### src/common/rv_pkg.sv
`default_nettype none

package rv_pkg;

    // Major opcodes of the supported subset
    localparam logic [6:0] OPC_OP     = 7'b0110011;
    localparam logic [6:0] OPC_OP_IMM = 7'b0010011;
    localparam logic [6:0] OPC_LUI    = 7'b0110111;
    localparam logic [6:0] OPC_LOAD   = 7'b0000011;
    localparam logic [6:0] OPC_STORE  = 7'b0100011;

    typedef enum logic [3:0] {
        OP_NOP, OP_ADD, OP_SUB, OP_AND, OP_OR, OP_XOR,
        OP_SLT, OP_ADDI, OP_LUI, OP_LW, OP_SW
    } op_e;

    typedef enum logic [1:0] {
        DEST_NONE,
        DEST_ALU,
        DEST_MEM                               // Result comes from data memory
    } dest_e;

    // ########################################################################
    // Instruction word views

    typedef struct packed {
        logic [6:0]  funct7;
        logic [4:0]  rs2;
        logic [4:0]  rs1;
        logic [2:0]  funct3;
        logic [4:0]  rd;
        logic [6:0]  opcode;
    } r_view_t;

    typedef struct packed {
        logic [11:0] imm12;
        logic [4:0]  rs1;
        logic [2:0]  funct3;
        logic [4:0]  rd;
        logic [6:0]  opcode;
    } i_view_t;

    typedef struct packed {
        logic [6:0]  imm_hi;
        logic [4:0]  rs2;
        logic [4:0]  rs1;
        logic [2:0]  funct3;
        logic [4:0]  imm_lo;
        logic [6:0]  opcode;
    } s_view_t;

    typedef struct packed {
        logic [19:0] imm20;
        logic [4:0]  rd;
        logic [6:0]  opcode;
    } u_view_t;

    typedef union packed {
        r_view_t r;
        i_view_t i;
        s_view_t s;
        u_view_t u;
    } instr_u;

    // ########################################################################
    // Stage bundles

    typedef struct packed {
        logic        valid;
        op_e         op;
        logic [4:0]  rd;
        logic        wr_en;
        dest_e       dest;
        logic [31:0] opa;
        logic [31:0] opb;
        logic [31:0] st_data;
    } id_ex_t;

    typedef struct packed {
        logic        valid;
        logic [4:0]  rd;
        logic        wr_en;
        dest_e       dest;
        logic [31:0] alu;
        logic [31:0] st_data;
        logic        store;
    } ex_mem_t;

    typedef struct packed {
        logic        valid;
        logic [4:0]  rd;
        logic        wr_en;
        dest_e       dest;
        logic [31:0] alu;
        logic [31:0] rdata;
    } mem_wb_t;

    typedef struct packed {
        logic        wr_en;
        logic [4:0]  rd;
        dest_e       dest;
        logic [31:0] alu;
        logic [31:0] mdata;
    } fwd_src_t;

    function automatic logic [31:0] wb_value(mem_wb_t w);
        return (w.dest == DEST_MEM) ? w.rdata : w.alu;
    endfunction

endpackage

`default_nettype wire
### src/rv_result.sv
`timescale 1ns/1ps
`default_nettype none

module rv_result #(
    parameter int DMEM_WORDS = 64
) (
    input  logic             clk_i,
    input  logic             rst_n_i,
    input  rv_pkg::ex_mem_t  ex_mem_i,
    output rv_pkg::fwd_src_t mem_src_o,
    output rv_pkg::mem_wb_t  mem_wb_o
);

    import rv_pkg::*;

    localparam int AW = $clog2(DMEM_WORDS);

    ex_mem_t     ex_mem_q;
    mem_wb_t     mem_wb_q;
    logic [31:0] dmem_q [DMEM_WORDS];
    logic [AW-1:0] widx;
    logic [31:0] rdata;

    always_ff @(posedge clk_i or negedge rst_n_i) begin
        if (!rst_n_i) begin
            ex_mem_q <= '0;
        end else begin
            ex_mem_q <= ex_mem_i;
        end
    end

    assign widx  = ex_mem_q.alu[AW+1:2];        // Word index wraps on memory size
    assign rdata = dmem_q[widx];                // Combinational read

    always_ff @(posedge clk_i or negedge rst_n_i) begin
        if (!rst_n_i) begin
            for (int k = 0; k < DMEM_WORDS; k++) begin
                dmem_q[k] <= '0;
            end
        end else if (ex_mem_q.valid && ex_mem_q.store) begin
            dmem_q[widx] <= ex_mem_q.st_data;
        end
    end

    assign mem_src_o = '{
        wr_en: ex_mem_q.valid && ex_mem_q.wr_en,
        rd:    ex_mem_q.rd,
        dest:  ex_mem_q.dest,
        alu:   ex_mem_q.alu,
        mdata: rdata
    };

    always_ff @(posedge clk_i or negedge rst_n_i) begin
        if (!rst_n_i) begin
            mem_wb_q <= '0;
        end else begin
            mem_wb_q <= '{
                valid: ex_mem_q.valid,
                rd:    ex_mem_q.rd,
                wr_en: ex_mem_q.wr_en,
                dest:  ex_mem_q.dest,
                alu:   ex_mem_q.alu,
                rdata: rdata
            };
        end
    end

    assign mem_wb_o = mem_wb_q;

endmodule

`default_nettype wire

### config.mk
export PLATFORM = sky130hd
export DESIGN_NAME = rv_result
export DESIGN_NICKNAME = d
export VERILOG_FILES = /design/src/common/rv_pkg.sv /design/src/rv_result.sv
export SDC_FILE = /design/constraint.sdc
export NUM_CORES = 2
export LEC_CHECK = 0
export BUFFER_PORTS_ARGS = -buffer_cell sky130_fd_sc_hd__buf_4
export CAP_MARGIN = 20
export CORE_MARGIN = 2
export CORE_UTILIZATION = 70
export CTS_BUF_LIST = sky130_fd_sc_hd__clkbuf_4
export DETAILED_ROUTE_END_ITERATION = 12
export GPL_ROUTABILITY_DRIVEN = 0
export GPL_TIMING_DRIVEN = 1
export HOLD_SLACK_MARGIN = 0.05
export PLACE_DENSITY = 0.93
export SLEW_MARGIN = 0
export SYNTH_ARGS = -nofsm -noshare
export SYNTH_HDL_FRONTEND = slang
export SYNTH_SLANG_ARGS = --single-unit
### constraint.sdc
create_clock -name clk_i -period 4.85 [get_ports clk_i]
set_input_delay 1.2125 -clock clk_i [delete_from_list [all_inputs] [get_ports clk_i]]
set_output_delay 1.2125 -clock clk_i [all_outputs]
set_load 0.005 [all_outputs]
==> run metrics, run 1 <==
status=did not finish; Fail Step=global routing; tool error=[ERROR GRT-0232] Routing congestion too high. Check the congestion heatmap in the GUI.; die height=376 um; io pins=221; synth unique cells=71; total gr overflow=2; Syn Std Cell Area=96900 um^2; CTS root buf=clkbuf_4; largest net degree at the start of global routing=134; average size of a mapped cell=approximately 14 um^2; Async SR Flop Fraction=1.00; CTS Buf Count=566; sequential cell area fraction in the yosys report=0.567; yosys warns=0; width of the die=376 um; Cell Area, Placed=101000 um^2; FF+latch count, synth=2195; clk sinks=2195; post-synth net total=6986; htree depth=6; placed cell count=approximately 8400; number of port buffers=220; Synth Flop Type=dfrtp_1; Site Rows=136; Tot GR Track Use=0.758; Starting Density=0.705; number of synthesized flops with an enable pin=0; hpwl dp=between 150000 and 200000 um; Mapped Cells=6910; clock buffer depth=4
==> synth_stat cells, types with 8 or more instances <==
cell	n	share of area
a2111oi_0	13	0.0012
a21oi_1	65	0.0034
a221o_1	44	0.0045
a221oi_1	392	0.035
a222oi_1	29	0.0030
a22o_1	29	0.0026
a22oi_1	271	0.021
a2bb2oi_1	15	0.0014
a31oi_1	17	0.0011
buf_1	62	0.0024
buf_2	268	0.014
buf_4	99	0.0077
buf_6	24	0.0028
clkbuf_1	355	0.014
dfrtp_1	2195	0.57
mux2_1	136	0.016
mux2_2	2031	0.24
mux2i_1	124	0.013
mux4_2	41	0.0095
nand2_1	67	0.0026
nand2b_1	26	0.0017
nand3_1	34	0.0018
nand3b_1	9	0.00070
nand4_1	29	0.0019
nor2_1	41	0.0016
nor2_2	25	0.0016
nor2b_1	8	0.00052
nor3_1	61	0.0031
nor4_1	14	0.00090
o211ai_1	19	0.0015
o21ai_0	21	0.0011
o221ai_1	12	0.0011
o22a_1	16	0.0014
o22ai_1	182	0.012
o311a_1	13	0.0013
o31ai_1	13	0.0010
or3b_2	26	0.0023
==> timing repair <==
action / 4_1_cts
endpoints found under the setup margin: 32
gates resized for setup: 349
endpoints found under the hold margin: 142
hold buffers: 75
gates cloned: 38
setup buffers: 143
pin swaps: 96
==> metrics by stage <==
step	hold WS, ns	setup WS, ns	setup TNS (ns)
3_3_place_gp	0.349	-0.261	-0.261
2_1_floorplan	0.347	1.64	0
3_5_place_dp	0.362	0.0994	0
4_1_cts	0.352	-0.642	-16.67
==> logic make-up after synthesis <==
kind of cell,after synthesis,synth area share
simple gates,393,0.0236
compound gates,1178,0.0952
mux,2332,0.274
buf+inv,812,0.0406
flops,2195,0.567
==> metal layers <==
metal / GRT usage / GRT overflow
met5: 0.553 / 0
met4: 0.699 / 1
met3: 0.711 / 0
met2: 0.855 / 1
met1: 0.744 / 0
==> inputs of run 2 (changes only) <==
- CORE_UTILIZATION: 70 -> 40
- CTS_BUF_LIST: sky130_fd_sc_hd__clkbuf_4 -> unset
- HOLD_SLACK_MARGIN: 0.05 -> unset
- PLACE_DENSITY: 0.93 -> unset
- PLACE_DENSITY_LB_ADDON: unset -> 0.15
==> run 2 against run 1 <==
  * The flow now finishes, with violations (negative setup slack)
  * Synthesized cell count unchanged
  * Area after synthesis unchanged
==> run metrics, run 2 <==
Tot GR Track Use=0.262; Syn Std Cell Area=96900 um^2 (unchanged); worst setup path class=flop to output port; CTS Buf Count=237 (-58%); width of the die=496 um (+32%); sequential share of power=0.474; Setup TNS=-1.34 ns; cell chain of the critical path=buf_12, buf_12, buf_16, and2_4, buf_4, a22oi_1, o22ai_1, o31ai_1, nand4_1, buf_6, buf_4; post-synth net total=6986 (unchanged); die height=496 um (+32%); Starting Density=0.403 (-0.302); synth unique cells=71 (unchanged); Leakage=52.9 nW; Hold Crit Class=input pin to async pin; antenna-violating nets left=0; Worst path max stage delay=0.75 ns; average size of a mapped cell=14.0 um^2 (unchanged); first-pass GRT wire length=476000 um; Synth area leader=dfrtp_1; Worst-Skew Late Latency=0.92 ns; Peak VDD IR=0.293 mV; period utilization=1.05; hpwl dp=193000 um (+9.5%); RSZ-0062 raised after global routing=true; PD cells=between 300 and 400 nW/um^2; Worst EP arrival=3.87 ns; commonest non-fill, non-tap cell in the layout=dfrtp_1; Mapped Cells=6910 (unchanged); status=complete, but fails checks; fmax=197 MHz; Final Hold Fails=0; share of cells above drive strength 1=0.493; DR pass1 iterations=6; yosys warns=0 (unchanged); final max-slew violation count=0; DR vias/cell=a little over 6; CP Capture Type=output port; CP endpoint=mem_src_o[28]; final worst slack=-0.234 ns; number of synthesized flops with an enable pin=0 (unchanged); sequential cell area fraction in the yosys report=0.567 (unchanged); count of final setup violators=22; Worst R2R Setup Slack=between 1 and 1.5 ns; filler cell count=20800; Slew HR=0.263; most frequent cells in the layout=2159 x dfrtp_1, 2031 x mux2_2, 537 x buf_4, 293 x a221oi_1, 241 x clkbuf_16; Slowest cell on crit path=o31ai_1; number of port buffers=220 (unchanged); Synth Flop Type=dfrtp_1; share of Yosys cell area claimed by the top area cell type=0.567 (unchanged); final core occ=0.477; Synth area leaders=dfrtp_1 57%, mux2_2 24%, a221oi_1 3.5%; Final nets=between 7000 and 8000; Worst Clk Skew=0.0490 ns; FF+latch count, synth=2195 (unchanged); CP startpoint kind=flop; largest net degree at the start of global routing=180; Async SR Flop Fraction=1.00 (unchanged); P_int=around 0.032 W; clock buffer depth=3 (-1); clk sinks=2195 (unchanged); Largest Register=dmem_q; WL/cell=31.2 um; core area=241000 um^2; Area Growth Syn to Fin=18.6%; FF-to-FF Start=mem_src_o[35]; critical path fanouts, max=19; Reg2Reg Capture Point=dmem_q[1573]; total gr overflow=0; failing checks=negative setup slack; max-cap viol count=0; initial antenna violation count=14; Psw=0.0110 W; Setup crit start=mem_src_o[34]; io pins=221 (unchanged); routed via count=approximately 64000; post-route DRC violation count=0; DRT Wirelength=326000 um; clock power share=0.420; CTS root buf=clkbuf_16; top-count cell post-synth=dfrtp_1; Clk pin slew, worst setup/hold paths=0.06 ns; drt initial violations=between 5000 and 6000; Combinational Power Share=0.106; htree depth=4 (-2); Worst-Margin Slew=1.11 ns; CTS tree=done; sw frac=0.254; Tmin final=roughly 5.1 ns; FF-to-FF path depth=8; Worst EP required=roughly 3.6 ns; commonest cells in the netlist=2195 x dfrtp_1, 2031 x mux2_2, 392 x a221oi_1; die area=246000 um^2; Site Rows=180 (+32%); number of global-route vias before repair=66200; max FFs per register=2048
==> run 2: worst min path at each step <==
stage,to,slack (ns)
floorplan,mem_wb_o[66],0.35
global placement,mem_wb_o[66],0.35
detailed placement,mem_wb_o[56],0.36
CTS,dmem_q[68],0.14
global route,dmem_q[138],0.17
finish,dmem_q[74],0.20
==> run 2: metal layers <==
layer  global-route usage  vias up  part of all wire
li1                     -    26400                 -
met1                0.363    34700              0.44
met5                    0        -          0.000089
met3               0.0444      636             0.058
met2                0.415     2030              0.46
met4               0.0944        4             0.040
==> run 2: layout make-up <==
class	count	area, um^2	share of cell area
multi-input cells	3909	40400	0.352
clock inverters	73	817	0.00711
diodes	11	27.5	0.000239
flip-flops and latches	2195	55000	0.478
well taps	3185	3990	0.0347
inverters	4	30.0	0.000261
repair buffers	723	7640	0.0665
clock buffers	370	7040	0.0612
==> run 2: critical path, delay by kind of cell, from the launching register on <==
kind | cells | cell delay [ns]
AOI/OAI and AO/OA | 3 | 1.04
buffers and inverters | 6 | 1.00
DFF | 1 | 0.49
and+or+nand+nor | 2 | 0.41
==> run 2: timing repair <==
item,in CTS,in global routing
pin swaps,93,71
hold buffers,0,0
cloned,23,4
endpoints found under the setup margin,32,32
resized for setup,281,124
setup buffers,85,13
==> run 2: cells by family after synthesis <==
| family | share of synthesized area |
|---|---|
| buf+inv | 0.0406 |
| compound gates | 0.0952 |
| mux | 0.274 |
| flops | 0.567 |
| simple gates | 0.0236 |
==> run 2: through the flow <==
step | power (W) | hold WS (ns) | setup slack [ns] | cell area, um^2 | cells
global placement | 0.0249 | 0.350 | -0.925 | 103000 | 9892
detailed placement | 0.0250 | 0.360 | 0.188 | 103000 | 9893
finish | 0.0434 | 0.200 | -0.234 | 115000 | 10500
floorplan | 0.0231 | 0.347 | 1.64 | 96900 | 6910
CTS | 0.0436 | 0.143 | -0.203 | 114000 | 10400
global route | 0.0450 | 0.169 | -0.210 | 115000 | 10500
==> run 2: power by group through the flow <==
stage          Clock [W]  Combinational (W)  Sequential (W)
3_5_place_dp           0            0.00418          0.0208
2_1_floorplan          0            0.00251          0.0206
3_3_place_gp           0            0.00409          0.0208
5_1_grt           0.0193            0.00492          0.0207
6_report          0.0182            0.00461          0.0205
4_1_cts           0.0186            0.00453          0.0205
(Power assumes the default switching activity.)
