**config.mk**
```make
export PLATFORM = sky130hd
export DESIGN_NAME = rv_execute
export DESIGN_NICKNAME = d
export VERILOG_FILES = /design/src/common/rv_pkg.sv /design/src/rv_execute.sv
export SDC_FILE = /design/constraint.sdc
export NUM_CORES = 1
export LEC_CHECK = 0
export ABC_AREA = 0
export BUFFER_PORTS_ARGS = -buffer_cell sky130_fd_sc_hd__buf_2
export CAP_MARGIN = 20
export CORE_ASPECT_RATIO = 0.8
export CORE_UTILIZATION = 45
export DETAILED_ROUTE_END_ITERATION = 10
export PLACE_DENSITY_LB_ADDON = 0.25
export SKIP_LAST_GASP = 1
export SLEW_MARGIN = 20
export SYNTH_ARGS = -nofsm -noshare
export SYNTH_HDL_FRONTEND = slang
export SYNTH_SLANG_ARGS = --single-unit
```
**constraint.sdc**
```tcl
create_clock -name clk_i -period 9.5 [get_ports clk_i]
set_input_delay 0.95 -clock clk_i [delete_from_list [all_inputs] [get_ports clk_i]]
set_output_delay 0.95 -clock clk_i [all_outputs]
set_load 0.1 [all_outputs]
```
**src/common/rv_pkg.sv**
```systemverilog
`default_nettype none

package rv_pkg;

    // Major opcodes of the supported subset
    localparam logic [6:0] OPC_OP     = 7'b0110011;
    localparam logic [6:0] OPC_OP_IMM = 7'b0010011;
    localparam logic [6:0] OPC_LUI    = 7'b0110111;
    localparam logic [6:0] OPC_LOAD   = 7'b0000011;
    localparam logic [6:0] OPC_STORE  = 7'b0100011;

    typedef enum logic [3:0] {
        OP_NOP, OP_ADD, OP_SUB, OP_AND, OP_OR, OP_XOR,
        OP_SLT, OP_ADDI, OP_LUI, OP_LW, OP_SW
    } op_e;

    typedef enum logic [1:0] {
        DEST_NONE,
        DEST_ALU,
        DEST_MEM                               // Result comes from data memory
    } dest_e;

    // ########################################################################
    // Instruction word views

    typedef struct packed {
        logic [6:0]  funct7;
        logic [4:0]  rs2;
        logic [4:0]  rs1;
        logic [2:0]  funct3;
        logic [4:0]  rd;
        logic [6:0]  opcode;
    } r_view_t;

    typedef struct packed {
        logic [11:0] imm12;
        logic [4:0]  rs1;
        logic [2:0]  funct3;
        logic [4:0]  rd;
        logic [6:0]  opcode;
    } i_view_t;

    typedef struct packed {
        logic [6:0]  imm_hi;
        logic [4:0]  rs2;
        logic [4:0]  rs1;
        logic [2:0]  funct3;
        logic [4:0]  imm_lo;
        logic [6:0]  opcode;
    } s_view_t;

    typedef struct packed {
        logic [19:0] imm20;
        logic [4:0]  rd;
        logic [6:0]  opcode;
    } u_view_t;

    typedef union packed {
        r_view_t r;
        i_view_t i;
        s_view_t s;
        u_view_t u;
    } instr_u;

    // ########################################################################
    // Stage bundles

    typedef struct packed {
        logic        valid;
        op_e         op;
        logic [4:0]  rd;
        logic        wr_en;
        dest_e       dest;
        logic [31:0] opa;
        logic [31:0] opb;
        logic [31:0] st_data;
    } id_ex_t;

    typedef struct packed {
        logic        valid;
        logic [4:0]  rd;
        logic        wr_en;
        dest_e       dest;
        logic [31:0] alu;
        logic [31:0] st_data;
        logic        store;
    } ex_mem_t;

    typedef struct packed {
        logic        valid;
        logic [4:0]  rd;
        logic        wr_en;
        dest_e       dest;
        logic [31:0] alu;
        logic [31:0] rdata;
    } mem_wb_t;

    typedef struct packed {
        logic        wr_en;
        logic [4:0]  rd;
        dest_e       dest;
        logic [31:0] alu;
        logic [31:0] mdata;
    } fwd_src_t;

    function automatic logic [31:0] wb_value(mem_wb_t w);
        return (w.dest == DEST_MEM) ? w.rdata : w.alu;
    endfunction

endpackage

`default_nettype wire
```
**src/rv_execute.sv**
```systemverilog
`timescale 1ns/1ps
`default_nettype none

module rv_execute (
    input  logic             clk_i,
    input  logic             rst_n_i,
    input  rv_pkg::id_ex_t   id_ex_i,
    output rv_pkg::fwd_src_t ex_src_o,
    output rv_pkg::ex_mem_t  ex_mem_o
);

    import rv_pkg::*;

    id_ex_t      id_ex_q;
    logic [31:0] alu;

    always_ff @(posedge clk_i or negedge rst_n_i) begin
        if (!rst_n_i) begin
            id_ex_q <= '0;
        end else begin
            id_ex_q <= id_ex_i;
        end
    end

    always_comb begin
        case (id_ex_q.op)
            OP_ADD, OP_ADDI, OP_LW, OP_SW: alu = id_ex_q.opa + id_ex_q.opb;  // Address add too
            OP_SUB:  alu = id_ex_q.opa - id_ex_q.opb;
            OP_AND:  alu = id_ex_q.opa & id_ex_q.opb;
            OP_OR:   alu = id_ex_q.opa | id_ex_q.opb;
            OP_XOR:  alu = id_ex_q.opa ^ id_ex_q.opb;
            OP_SLT:  alu = {31'b0, $signed(id_ex_q.opa) < $signed(id_ex_q.opb)};
            OP_LUI:  alu = id_ex_q.opb;
            default: alu = '0;
        endcase
    end

    assign ex_mem_o = '{
        valid:   id_ex_q.valid,
        rd:      id_ex_q.rd,
        wr_en:   id_ex_q.wr_en,
        dest:    id_ex_q.dest,
        alu:     alu,
        st_data: id_ex_q.st_data,
        store:   id_ex_q.valid && (id_ex_q.op == OP_SW)
    };

    // Load data not yet read here
    assign ex_src_o = '{
        wr_en: id_ex_q.valid && id_ex_q.wr_en,
        rd:    id_ex_q.rd,
        dest:  id_ex_q.dest,
        alu:   alu,
        mdata: '0
    };

    assert property (@(posedge clk_i) disable iff (!rst_n_i) id_ex_q.wr_en |-> id_ex_q.valid)
        else $error("wr_en without valid in ex stage");

endmodule

`default_nettype wire

```
## After elaboration in Yosys (flattened, before gate mapping)

Cells that the tools add are included.

| storage, ports and cells | value |
|---|---|
| bits in registers | 109 |
| input port bits | 111 |
| word-level logic and storage cells | 28 |

| cells by class | value |
|---|---|
| $add $sub $neg | 2 |
| $lt $le $gt $ge | 1 |
| equal/unequal tests | 10 |
| mux-type cells | 1 |
| bitwise logic cells | 3 |
| reduce and logical (&&, ||, !) cells | 3 |

Operators with widths:

| kind | number |
|---|---|
| $pmux 32 s7 | 1 |
| $add 32x32->32 | 1 |
| $and 32x32->32 | 1 |
| $lt 32x32->1 | 1 |
| $or 32x32->32 | 1 |
| $sub 32x32->32 | 1 |
| $xor 32x32->32 | 1 |
| $eq 4x3->1 const B | 4 |
| $eq 4x4->1 const B | 3 |
| $eq 4x2->1 const B | 2 |
| $eq 4x1->1 const B | 1 |
| $reduce_or 4->1 | 1 |
| $logic_and 1x1->1 | 2 |

## Logic depth before layout (Yosys ltp)

Gate-level depths: netlist (run 1).

| depth | value |
|---|---|
| depth after elaboration | 3 |
| depth in mapped cells | 13 |
| depth with buffers taken out | 12 |

## Least setup slack after synthesis (run 1)

Ideal clock, no wire load.

| timing path | value |
|---|---|
| path type | register to output |
| from | register id_ex_q[42] (netlist name) |
| to | output port ex_src_o[54] (netlist name) |
| data arrival time | 5189 ps |
| data required time | 8550 ps |
| setup slack | 3361 ps |
| stages on the path, launching flop included | 14 |
| buffers on the path | 2 |
| path through | dfrtp_1 > inv_1 > ha_1 > buf_2 > inv_1 > nand3_1 > or4_1 > or3_1 > nand4_1 > a21oi_1 > o32a_1 > and3_1 > o21ai_0 > buf_4 |

RTL lines:

| element | line | source |
|---|---|---|
| start: declaration | rv_execute.sv:14 | `id_ex_t id_ex_q;` |
| start signal: assignment | rv_execute.sv:21 | `id_ex_q <= id_ex_i;` |
| end: declaration | rv_execute.sv:8 | `output rv_pkg::fwd_src_t ex_src_o,` |

==> impl_results.md, run 1 <==
* Synth Register Bits at 109
* Placed instance area at 9330 um2
* Internal Power at 0.000836 W
* Initial Util at 45.9%
* Final instance area at 9640 um2
* Ports at roughly 260
* Fraction of registers with async set/reset at 100%
* Avg Inst Size Synth at 8.55 um2
* Buf+Inv Stages, Crit Path at 2
* Share of cells above drive strength 1 at 23.0%
* # setup viols final at 0
* Critical path's most frequent cell: o21ai_0
* Layout Utilization at 50.8%
* PostCTS Resize Cnt at 0
* Failing checks: DRC
* Max-Cap Viols at 0
* CP Data Arrival Time at 4.20 ns
* Count leader, synth: buf_4
* Psw at 0.000925 W
* Remaining DRCs at 2
* Antenna viol nets, final at 0
* Tcrit/Tclk final at between 50% and 60%
* Core ar. at 19000 um2
* Largest family of logic cells by synthesized area: compound AO/OA/AOI/OAI gates
* Slowest CP cell: ha_1
* Final Max Tran Viols at 0
* Clock group share of total power at 22.8%
* Status: complete, but fails checks
* Final nets at 1345
* CTS Sinks at 109
* WS Path Type: flip-flop to output pin
* Post-synthesis sequential area ratio at between 30% and 40%
* Port-buffer cells at around 220
* Clock transition at path regs at 0.08 ns
* Multi-input gate area at around 4700 um2
* Setup Fix Bufs, Post-CTS at 0
* Slew margin rel. at 25.7%
* Logic gate share of total power at 48.6%
* Area leader, netlist: dfrtp_1
* Synth Area in Compound Gates at approximately 24%
* Die Y at 126 um
* Hpwl dp at 17.6 mm
* Clock Path Buffers at 2
* Fillers at 1843
* Power per cell area at 183 nW/um2
* Pin count of the biggest net entering global routing at a little over 70
* Total track usage at between 20% and 30%
* Adder-cell share of the synthesized area at 14.5%
* Switching Share at 52.5%
* Initial antenna violation count at 0
* Die area at 19900 um2
* Crit path max-delay family: compound AO/OA/AOI/OAI gates
* Area Overhead vs Synth at 10.7%
* Crit Path Max Fanout at 10
* Max stage delay on crit path at about 0.50 ns
* GRT Residual Overflow at 0
* Yosys top cell area share at 31.3%
* Hold buffer count at CTS at 0
* H-tree levels at 3
* Crit-path cells: inv_1 -> ha_1 -> nand3_1 -> nor4_1 -> o311a_1 -> o21ai_0 -> a21oi_1 -> or2_2 -> nor2_1 -> a2111oi_0 -> o21ai_0 -> buf_2
* Fin crit period at 5.15 ns
* Clock Tree Root: clkbuf_16
* Register Area at 2730 um2
* Inserted Clock Buffers at 9
* Number of global-route vias before repair at between 7000 and 8000
* Synth Area in Simple Gates at 13.0%
* Cell Rows at 45
* Mux cell area share after synthesis at 0.374%
* RePlAce Congestion at 0.939
* Critical path startpoint category: flip-flop
* Vias at 7849
* Synth cell types at 67
* Fmax at 0.194 GHz
* Maximum VDD drop at about 0.12 mV
* First-pass GRT wire length at 37.6 mm
* RSZ-0062 raised after global routing: no
* Final hold vios at 0
* WL final at 24.0 mm
* Setup crit end kind: output pin
* Post-synth EDFFs at 0
* Type of the worst min-delay path: primary input to asynchronous set/reset pin
* Reg power frac at 28.6%
* Critical path required time at 8.55 ns
* Yosys warning count at 0
* Top FF cell, synth: dfrtp_1
* Slew at the pin closest to its max-slew limit at 1.11 ns
* Avg WL per Cell at 17.2 um
* Cell Area, Synth at 8700 um2
* Setup TNS at 0 ns
* Die Wd at 157 um
* DRT Pass-1 Iters at 8
* Mapped Cells at 1018
* Vias/cell at 5.62
* CTS tree: yes
* Leak at just under 5 nW
* # diodes at 0
* Iteration-0 DRC Markers at 564
* Synth Area in XOR/XNOR at 0.302%
* Synth area leaders: dfrtp_1 (31%), ha_1 (14%), buf_4 (9.7%)
* Post-synth top cells: buf_4 (112), dfrtp_1 (109), ha_1 (98)
[routing by layer]
layer,vias up,wire [um],GRT usage (%)
li1,3673,-,-
met1,3729,11400,35.8
met2,425,10000,35.6
met3,22,2330,6.32
met4,0,253,5.03
met5,-,0,0
[final cells by class]
class,count,share of cell area [%]
Clock buffer,9,2.34
Clock inverter,7,0.870
Inverter,95,3.70
Multi-Input combinational cell,686,49.1
Sequential cell,109,28.3
Tap cell,258,3.35
Timing Repair Buffer,233,12.4
[power by group through the flow]
stage,clock [W],combinational (W),sequential (W)
2_1_floorplan,0,0.000755,0.000509
5_1_grt,0.000431,0.000899,0.000508
4_1_cts,0.000415,0.000850,0.000504
3_5_place_dp,0,0.000848,0.000513
6_report,0.000402,0.000855,0.000504
3_3_place_gp,0,0.000846,0.000513
[through the flow]
stage                     hold WS, ns  setup WS [ns]  std cells  power, W
after floorplan                 0.654           3.36       1049   0.00126
after global placement          0.972           4.93       1381   0.00136
after detailed placement        0.971           4.91       1381   0.00136
after CTS                       0.575           4.46       1397   0.00177
after global routing            0.608           3.97       1397   0.00184
final                           0.552           4.35       1397   0.00176
[cells in the final DEF, fill, tap and decap left out, drive strengths merged, types with 8 or more instances in the layout]
cell type,netlist,final
buf,119,233
dfrtp,109,109
ha,98,98
inv,95,98
nor2,79,79
a21oi,71,71
o21ai,62,62
nand2,45,45
a221oi,32,32
conb,1,32
o211ai,22,22
nand3,20,20
nand2b,16,16
nor3,16,16
a21o,14,14
a22oi,13,13
nor2b,12,12
o21bai,10,10
a31oi,10,10
clkbuf,40,9
or3,9,9
o22ai,9,9
a211oi,9,9
o21a,8,8
[worst max-delay path by stage]
| stage | startpoint | to | cells past startpoint |
|---|---|---|---|
| floorplan | id_ex_q[42]$_DFF_PN0_ | ex_src_o[54] | 13 |
| CTS | id_ex_q[44]$_DFF_PN0_ | ex_mem_o[56] | 12 |
| global route | id_ex_q[44]$_DFF_PN0_ | ex_mem_o[56] | 12 |
| detailed placement | id_ex_q[44]$_DFF_PN0_ | ex_mem_o[56] | 12 |
| finish | id_ex_q[44]$_DFF_PN0_ | ex_mem_o[56] | 12 |
| global placement | id_ex_q[43]$_DFF_PN0_ | ex_mem_o[56] | 12 |
[cell families after synthesis]
family                   count (synthesis)
AO/OA/AOI/OAI                          315
buffers and inverters                  254
AND/OR/NAND/NOR                        233
flip-flops                             109
adder cells (fa/ha/maj)                100
XOR/XNOR                                 3
multiplexers                             3
other                                    1
[state kept, by name (all words and copies together), names as in the netlist]
name,count
id_ex_q,68
ex_mem_o,41
Power figures use the tool's default switching activity.
==> run 2, diff against run 1 <==
==> constraint.sdc (replaced) <==
create_clock -name clk_i -period 4.15 [get_ports clk_i]
set_input_delay 0.415 -clock clk_i [delete_from_list [all_inputs] [get_ports clk_i]]
set_output_delay 0.415 -clock clk_i [all_outputs]
set_load 0.1 [all_outputs]
==> run 2 against run 1 <==
Net effect: the flow now finishes without violations; power up 140%; die area unchanged; count of clock-buffer cells in the layout unchanged; highest routed layer unchanged; design area up 6.6%; largest cell class unchanged; via count up 0.37%; sequential cell count unchanged; worst setup slack worse by 4.3 ns; global-route usage up 0.15 points; sequential share of layout area down 1.8 points.
==> impl_results.md, run 2 (same netlist as run 1, synthesis figures left out) <==
* Clock transition at path regs at 0.09 ns (about the same)
* Slew at the pin closest to its max-slew limit at 0.816 ns (-0.292 ns)
* H-tree levels at 3 (unchanged)
* Max FFs per register at 68 (unchanged)
* Placed insts at 1401 (+1.4%)
* Internal Power at 0.00202 W (+140%)
* Final instance area at 10300 um2 (+6.6%)
* Iteration-0 DRC Markers at 616 (+9.2%)
* Port-buffer cells at 224 (unchanged)
* Fmax at 0.246 GHz
* Hpwl dp at 18.3 mm (+3.9%)
* Crit path max-delay family: compound AO/OA/AOI/OAI gates
* DRT Pass-1 Iters at 5 (-3)
* Max-Cap Viols at 0 (unchanged)
* Pin count of the biggest net entering global routing at 48 (-32%)
* Die Wd at 157 um (unchanged)
* # setup viols final at 0 (unchanged)
* Slowest CP cell: a2111oi_1
* CP Launch Point: id_ex_q[33]$_DFF_PN0_
* Hold buffer count at CTS at 0 (unchanged)
* Cell Rows at 45 (unchanged)
* Share of cells above drive strength 1 at 28.9% (+5.9 points)
* Setup crit end kind: output pin
* Critical path required time at 3.73 ns (-4.82 ns)
* WS Path Type: flip-flop to output pin
* Vias at 7878 (+0.37%)
* First-pass GRT wire length at 38.1 mm (+1.3%)
* Type of the worst min-delay path: primary input to asynchronous set/reset pin
* Most common cell after layout, fill and taps aside: buf_2
* Placed instance area at 9730 um2 (+4.3%)
* Ports at 257 (unchanged)
* Maximum VDD drop at 0.315 mV (+160%)
* Vias/cell at 5.54 (-1.4%)
* Most frequent cells in the layout: buf_2 (201), dfrtp_1 (109), inv_1 (91), ha_1 (87), nor2_1 (77)
* Logic gate share of total power at 50.8% (+2.2 points)
* Clock group share of total power at 21.5% (-1.3 points)
* Die Y at 126 um (unchanged)
* CTS tree: yes
* Slew margin rel. at 44.2% (+18 points)
* Fin crit period at 4.07 ns
* Fin cells at 1422 (+1.8%)
* Largest Register: id_ex_q
* Inserted Clock Buffers at 9 (unchanged)
* Critical path startpoint category: flip-flop
* Crit Path Max Fanout at 5 (-5)
* Initial antenna violation count at 0 (unchanged)
* # diodes at 0 (unchanged)
* Buf+Inv Stages, Crit Path at 4 (+2)
* Die area at 19900 um2 (unchanged)
* Total track usage at 24.5% (+0.15 points)
* RSZ-0062 raised after global routing: yes
* CP Data Arrival Time at 3.65 ns (-0.55 ns)
* Tcrit/Tclk final at 98.1%
* Clock Path Buffers at 2 (unchanged)
* WL final at 24.3 mm (+1.4%)
* Number of global-route vias before repair at 7203 (+1.7%)
* Critical path's most frequent cell: buf_4
* Final Max Tran Viols at 0 (unchanged)
* Psw at 0.00214 W (+130%)
* Leak at 5.06 nW (+4.4%)
* Fillers at 1782 (-3.3%)
* Core ar. at 19000 um2 (unchanged)
* Status: complete, no violations
* Max stage delay on crit path at 0.52 ns (+0.02 ns)
* Final setup margin at 0.0801 ns (-4.27 ns)
* RePlAce Congestion at 0.941 (+0.16%)
* Avg WL per Cell at 17.1 um (-0.41%)
* CTS Sinks at 109 (unchanged)
* Pre-CTS setup slack at 0.288 ns (-4.62 ns)
* Layout Utilization at 54.2% (+3.4 points)
* Antenna viol nets, final at 0 (unchanged)
* Remaining DRCs at 0 (-2)
* Reg power frac at 27.7% (-0.9 points)
* Crit-path cells: inv_2 -> ha_1 -> nor3_1 -> o31ai_1 -> a21oi_2 -> a211oi_2 -> buf_4 -> o21a_1 -> o21ai_1 -> a2111oi_1 -> buf_4 -> o21ai_2 -> clkbuf_4
* Clock Tree Root: clkbuf_16
* Final hold vios at 0 (unchanged)
* Initial Util at 45.9% (unchanged)
* Final nets at 1370 (+1.9%)
* GRT Residual Overflow at 0 (unchanged)
* Power per cell area at 405 nW/um2 (+120%)
* Area Overhead vs Synth at 18.1%
* Switching Share at 51.5% (-1.0 points)
[run 2: cell types whose count changed in the layout (fill, tap and decap cells not counted), sizes merged]
cell    before  now
clkbuf       9   13
buf        233  254
[run 2: final timing paths]
| path | end | slack (ns) | depth (start not counted) |
|---|---|---|---|
| min in group clk_i | id_ex_q[59]$_DFF_PN0_ | 0.14 | 1 |
| max in group asynchronous | ex_mem_o[71]$_DFF_PN0_ | 3.23 | 2 |
| max | ex_mem_o[56] | 0.08 | 13 |
| min | id_ex_q[32]$_DFF_PN0_ | 0.04 | 1 |
[run 2: final cells by class]
class	instances	area, um2	area share (%)
sequential	109	2730	26.5
inverter	95	359	3.49
tap	258	323	3.14
timing repair buffer	258	1540	15.0
multi-input combinational	686	5020	48.8
clock buffer	9	225	2.19
clock inverter	7	80.1	0.779
[run 2: power groups by stage]
stage               clock network [W]  logic (W)  registers, W
floorplan                           0    0.00177       0.00116
global placement                    0    0.00204       0.00117
detailed placement                  0    0.00204       0.00117
CTS                          0.000924    0.00206       0.00115
global route                 0.000963    0.00222       0.00116
finish                       0.000895    0.00211       0.00115
[run 2: through the flow]
step | TNS, ns | hold slack (ns) | total power (W)
5_1_grt | -0.198 | 0.0974 | 0.00434
3_5_place_dp | 0 | 0.466 | 0.00321
3_3_place_gp | 0 | 0.463 | 0.00321
6_report | 0 | 0.0402 | 0.00416
4_1_cts | -0.112 | 0.0646 | 0.00414
2_1_floorplan | -2.37 | 0.119 | 0.00293
[run 2: timing repair]
| action | CTS | global route |
|---|---|---|
| endpoints found under the setup margin | 16 | 32 |
| gates resized for setup | 15 | 40 |
| pin swaps | 1 | 6 |
| buffers inserted | 0 | 5 |
[run 2: routing by layer]
| metal | vias to the layer above | wire (um) | track usage (%) |
|---|---|---|---|
| li1 | 3724 | - | - |
| met1 | 3720 | 11500 | 36.4 |
| met2 | 413 | 10300 | 35.8 |
| met3 | 21 | 2170 | 5.23 |
| met4 | 0 | 306 | 6.00 |
| met5 | - | 0 | 0 |
==> run 3, diff against run 2 <==
==> constraint.sdc (replaced) <==
create_clock -name clk_i -period 4.15 [get_ports clk_i]
set_input_delay 0.83 -clock clk_i [delete_from_list [all_inputs] [get_ports clk_i]]
set_output_delay 0.83 -clock clk_i [all_outputs]
set_load 0.1 [all_outputs]
==> run 3 against run 2 <==
Net effect: the flow now finishes with violations (setup timing); count of clock-buffer cells in the layout increased by 1; critical endpoint is now ex_src_o[32]; largest power group unchanged; global-route usage is 1.4 points higher; die area unchanged; sequential cell count unchanged; highest routed layer unchanged; combinational power up 19%; via count rose by 5.5%; maximum frequency shrank 7.9%.
==> impl_results.md, run 3 (same netlist as run 1, synthesis figures left out) <==
* RSZ-0062 raised after global routing: yes
* Min Hold Slack at 0.557 ns (+0.517 ns)
* WL final at 25.9 mm (+6.5%)
* Slew at the pin closest to its max-slew limit at 0.897 ns (+0.0809 ns)
* Die Y at 126 um (unchanged)
* Share of cells above drive strength 1 at 38.0% (+9.1 points)
* Number of global-route vias before repair at 7771 (+7.9%)
* First-pass GRT wire length at 40.4 mm (+6.1%)
* Max FFs per register at 68 (unchanged)
* Final nets at 1443 (+5.3%)
* Fmax at 0.226 GHz (-7.9%)
* Iteration-0 DRC Markers at 846 (+37%)
* Crit Path Max Fanout at 3 (-2)
* RePlAce Congestion at 0.943 (+0.21%)
* Critical path startpoint category: flip-flop
* Hold_sp: id_ex_i[86]
* Leak at 5.66 nW (+12%)
* Core ar. at 19000 um2 (unchanged)
* Clock Path Buffers at 2 (unchanged)
* Maximum VDD drop at 0.253 mV (-20%)
* Power per cell area at 385 nW/um2 (-4.9%)
* Hold path depth at 1
* Total track usage at 25.9% (+1.4 points)
* CTS Sinks at 109 (unchanged)
* Critical path required time at 3.32 ns (-0.41 ns)
* Vias/cell at 5.56 (+0.36%)
* Vias at 8312 (+5.5%)
* # diodes at 0 (unchanged)
* # setup viols final at 24 (+24)
* Port-buffer cells at 224 (unchanged)
* Slew margin rel. at 40.2% (-4.0 points)
* Status: complete, but fails checks
* CP Data Arrival Time at 3.59 ns (-0.06 ns)
* Pre-CTS setup slack at -0.195 ns (-0.483 ns)
* H-tree levels at 3 (unchanged)
* Tcrit/Tclk final at 106% (+8.4 points)
* Initial Util at 45.9% (unchanged)
* Antenna viol nets, final at 0 (unchanged)
* Final setup margin at -0.267 ns (-0.347 ns)
* Most frequent cells in the layout: buf_2 (175), dfrtp_1 (108), buf_4 (101), ha_1 (82), inv_1 (78)
* WS Path Type: flip-flop to output pin
* GRT Residual Overflow at 0 (unchanged)
* CTS tree: yes
* Remaining DRCs at 0 (unchanged)
* Die Wd at 157 um (unchanged)
* Cell Rows at 45 (unchanged)
* Final Max Tran Viols at 0 (unchanged)
* Inserted Clock Buffers at 9 (unchanged)
* Die area at 19900 um2 (unchanged)
* Fin crit period at 4.42 ns (+0.347 ns)
* Type of the worst min-delay path: primary input to flip-flop
* Pin count of the biggest net entering global routing at 73 (+52%)
* Setup crit end kind: output pin
* Final hold vios at 0 (unchanged)
* Avg WL per Cell at 17.3 um (+1.3%)
* Hold buffer count at CTS at 0 (unchanged)
* Failing checks: setup timing
* Initial antenna violation count at 0 (unchanged)
* Hpwl dp at 18.9 mm (+3.5%)
* Hold Path End: id_ex_q[86]$_DFF_PN0_
* Setup TNS at -3.72 ns (-3.72 ns)
* Clock transition at path regs at 0.08 ns (about the same)
* Ports at 257 (unchanged)
* DRT Pass-1 Iters at 6 (+1)
* Area Overhead vs Synth at 35.7%
* Layout Utilization at 62.3% (+8.1 points)
* Largest Register: id_ex_q
* Most common cell after layout, fill and taps aside: buf_2
* Max-Cap Viols at 0 (unchanged)
* Clock Tree Root: clkbuf_16
## run 3: how the worst max path moves through the flow
stage | start | endpoint | depth (start not counted)
5_1_grt | id_ex_q[32]$_DFF_PN0_ | ex_mem_o[33] | 14
3_3_place_gp | id_ex_q[38]$_DFF_PN0_ | ex_mem_o[64] | 13
3_5_place_dp | id_ex_q[38]$_DFF_PN0_ | ex_src_o[63] | 13
6_report | id_ex_q[32]$_DFF_PN0_ | ex_src_o[32] | 14
4_1_cts | id_ex_q[48]$_DFF_PN0_ | ex_src_o[63] | 10
2_1_floorplan | id_ex_q[42]$_DFF_PN0_ | ex_src_o[62] | 13
## run 3: report_power, final
part,switching [W],internal (W)
clock,0.000455,0.000426
sequential,0.0000379,0.00112
combinational,0.00176,0.000763
total,0.00225,0.00230
## run 3: layer usage
metal,global-route usage [%],wire (um),share of wire [%]
met1,37.9,12000,46
met3,6.12,2530,9.8
met5,0,0,0
met2,38.5,11100,43
met4,5.31,290,1.1
## run 3: repair_timing
| item | in CTS | in global routing |
|---|---|---|
| gates resized for setup | 92 | 63 |
| pin swaps | 32 | 36 |
| gates cloned | 0 | 0 |
| setup buffers | 21 | 10 |
| endpoints found under the setup margin | 40 | 49 |
## run 3: metrics by stage
stage / power (W) / std cells / area, um2
floorplan: 0.00299 / 1049 / 9190
global placement: 0.00346 / 1449 / 10600
detailed placement: 0.00347 / 1449 / 10600
CTS: 0.00449 / 1485 / 11500
global route: 0.00473 / 1495 / 11800
finish: 0.00455 / 1495 / 11800
## run 3: area by class of cell
cell class	count	area, um2
fill	1627	7160
timing repair buffer	331	2620
tap	258	323
multi-input combinational	686	5490
clock buffer	10	229
inverter	95	359
clock inverter	6	62.6
sequential	109	2730
## run 3: critical path: stages (launching register included)
cell and delay, ns:
dfrtp_1 0.43, ha_4 0.19, fa_2 0.36, nor2_2 0.11
o311a_1 0.25, nor3_4 0.07, or3_4 0.37, nand4_1 0.22
a21oi_4 0.11, o31a_1 0.36, buf_6 0.14, o31ai_4 0.16
buf_4 0.15, nand3_4 0.09, buf_12 0.20
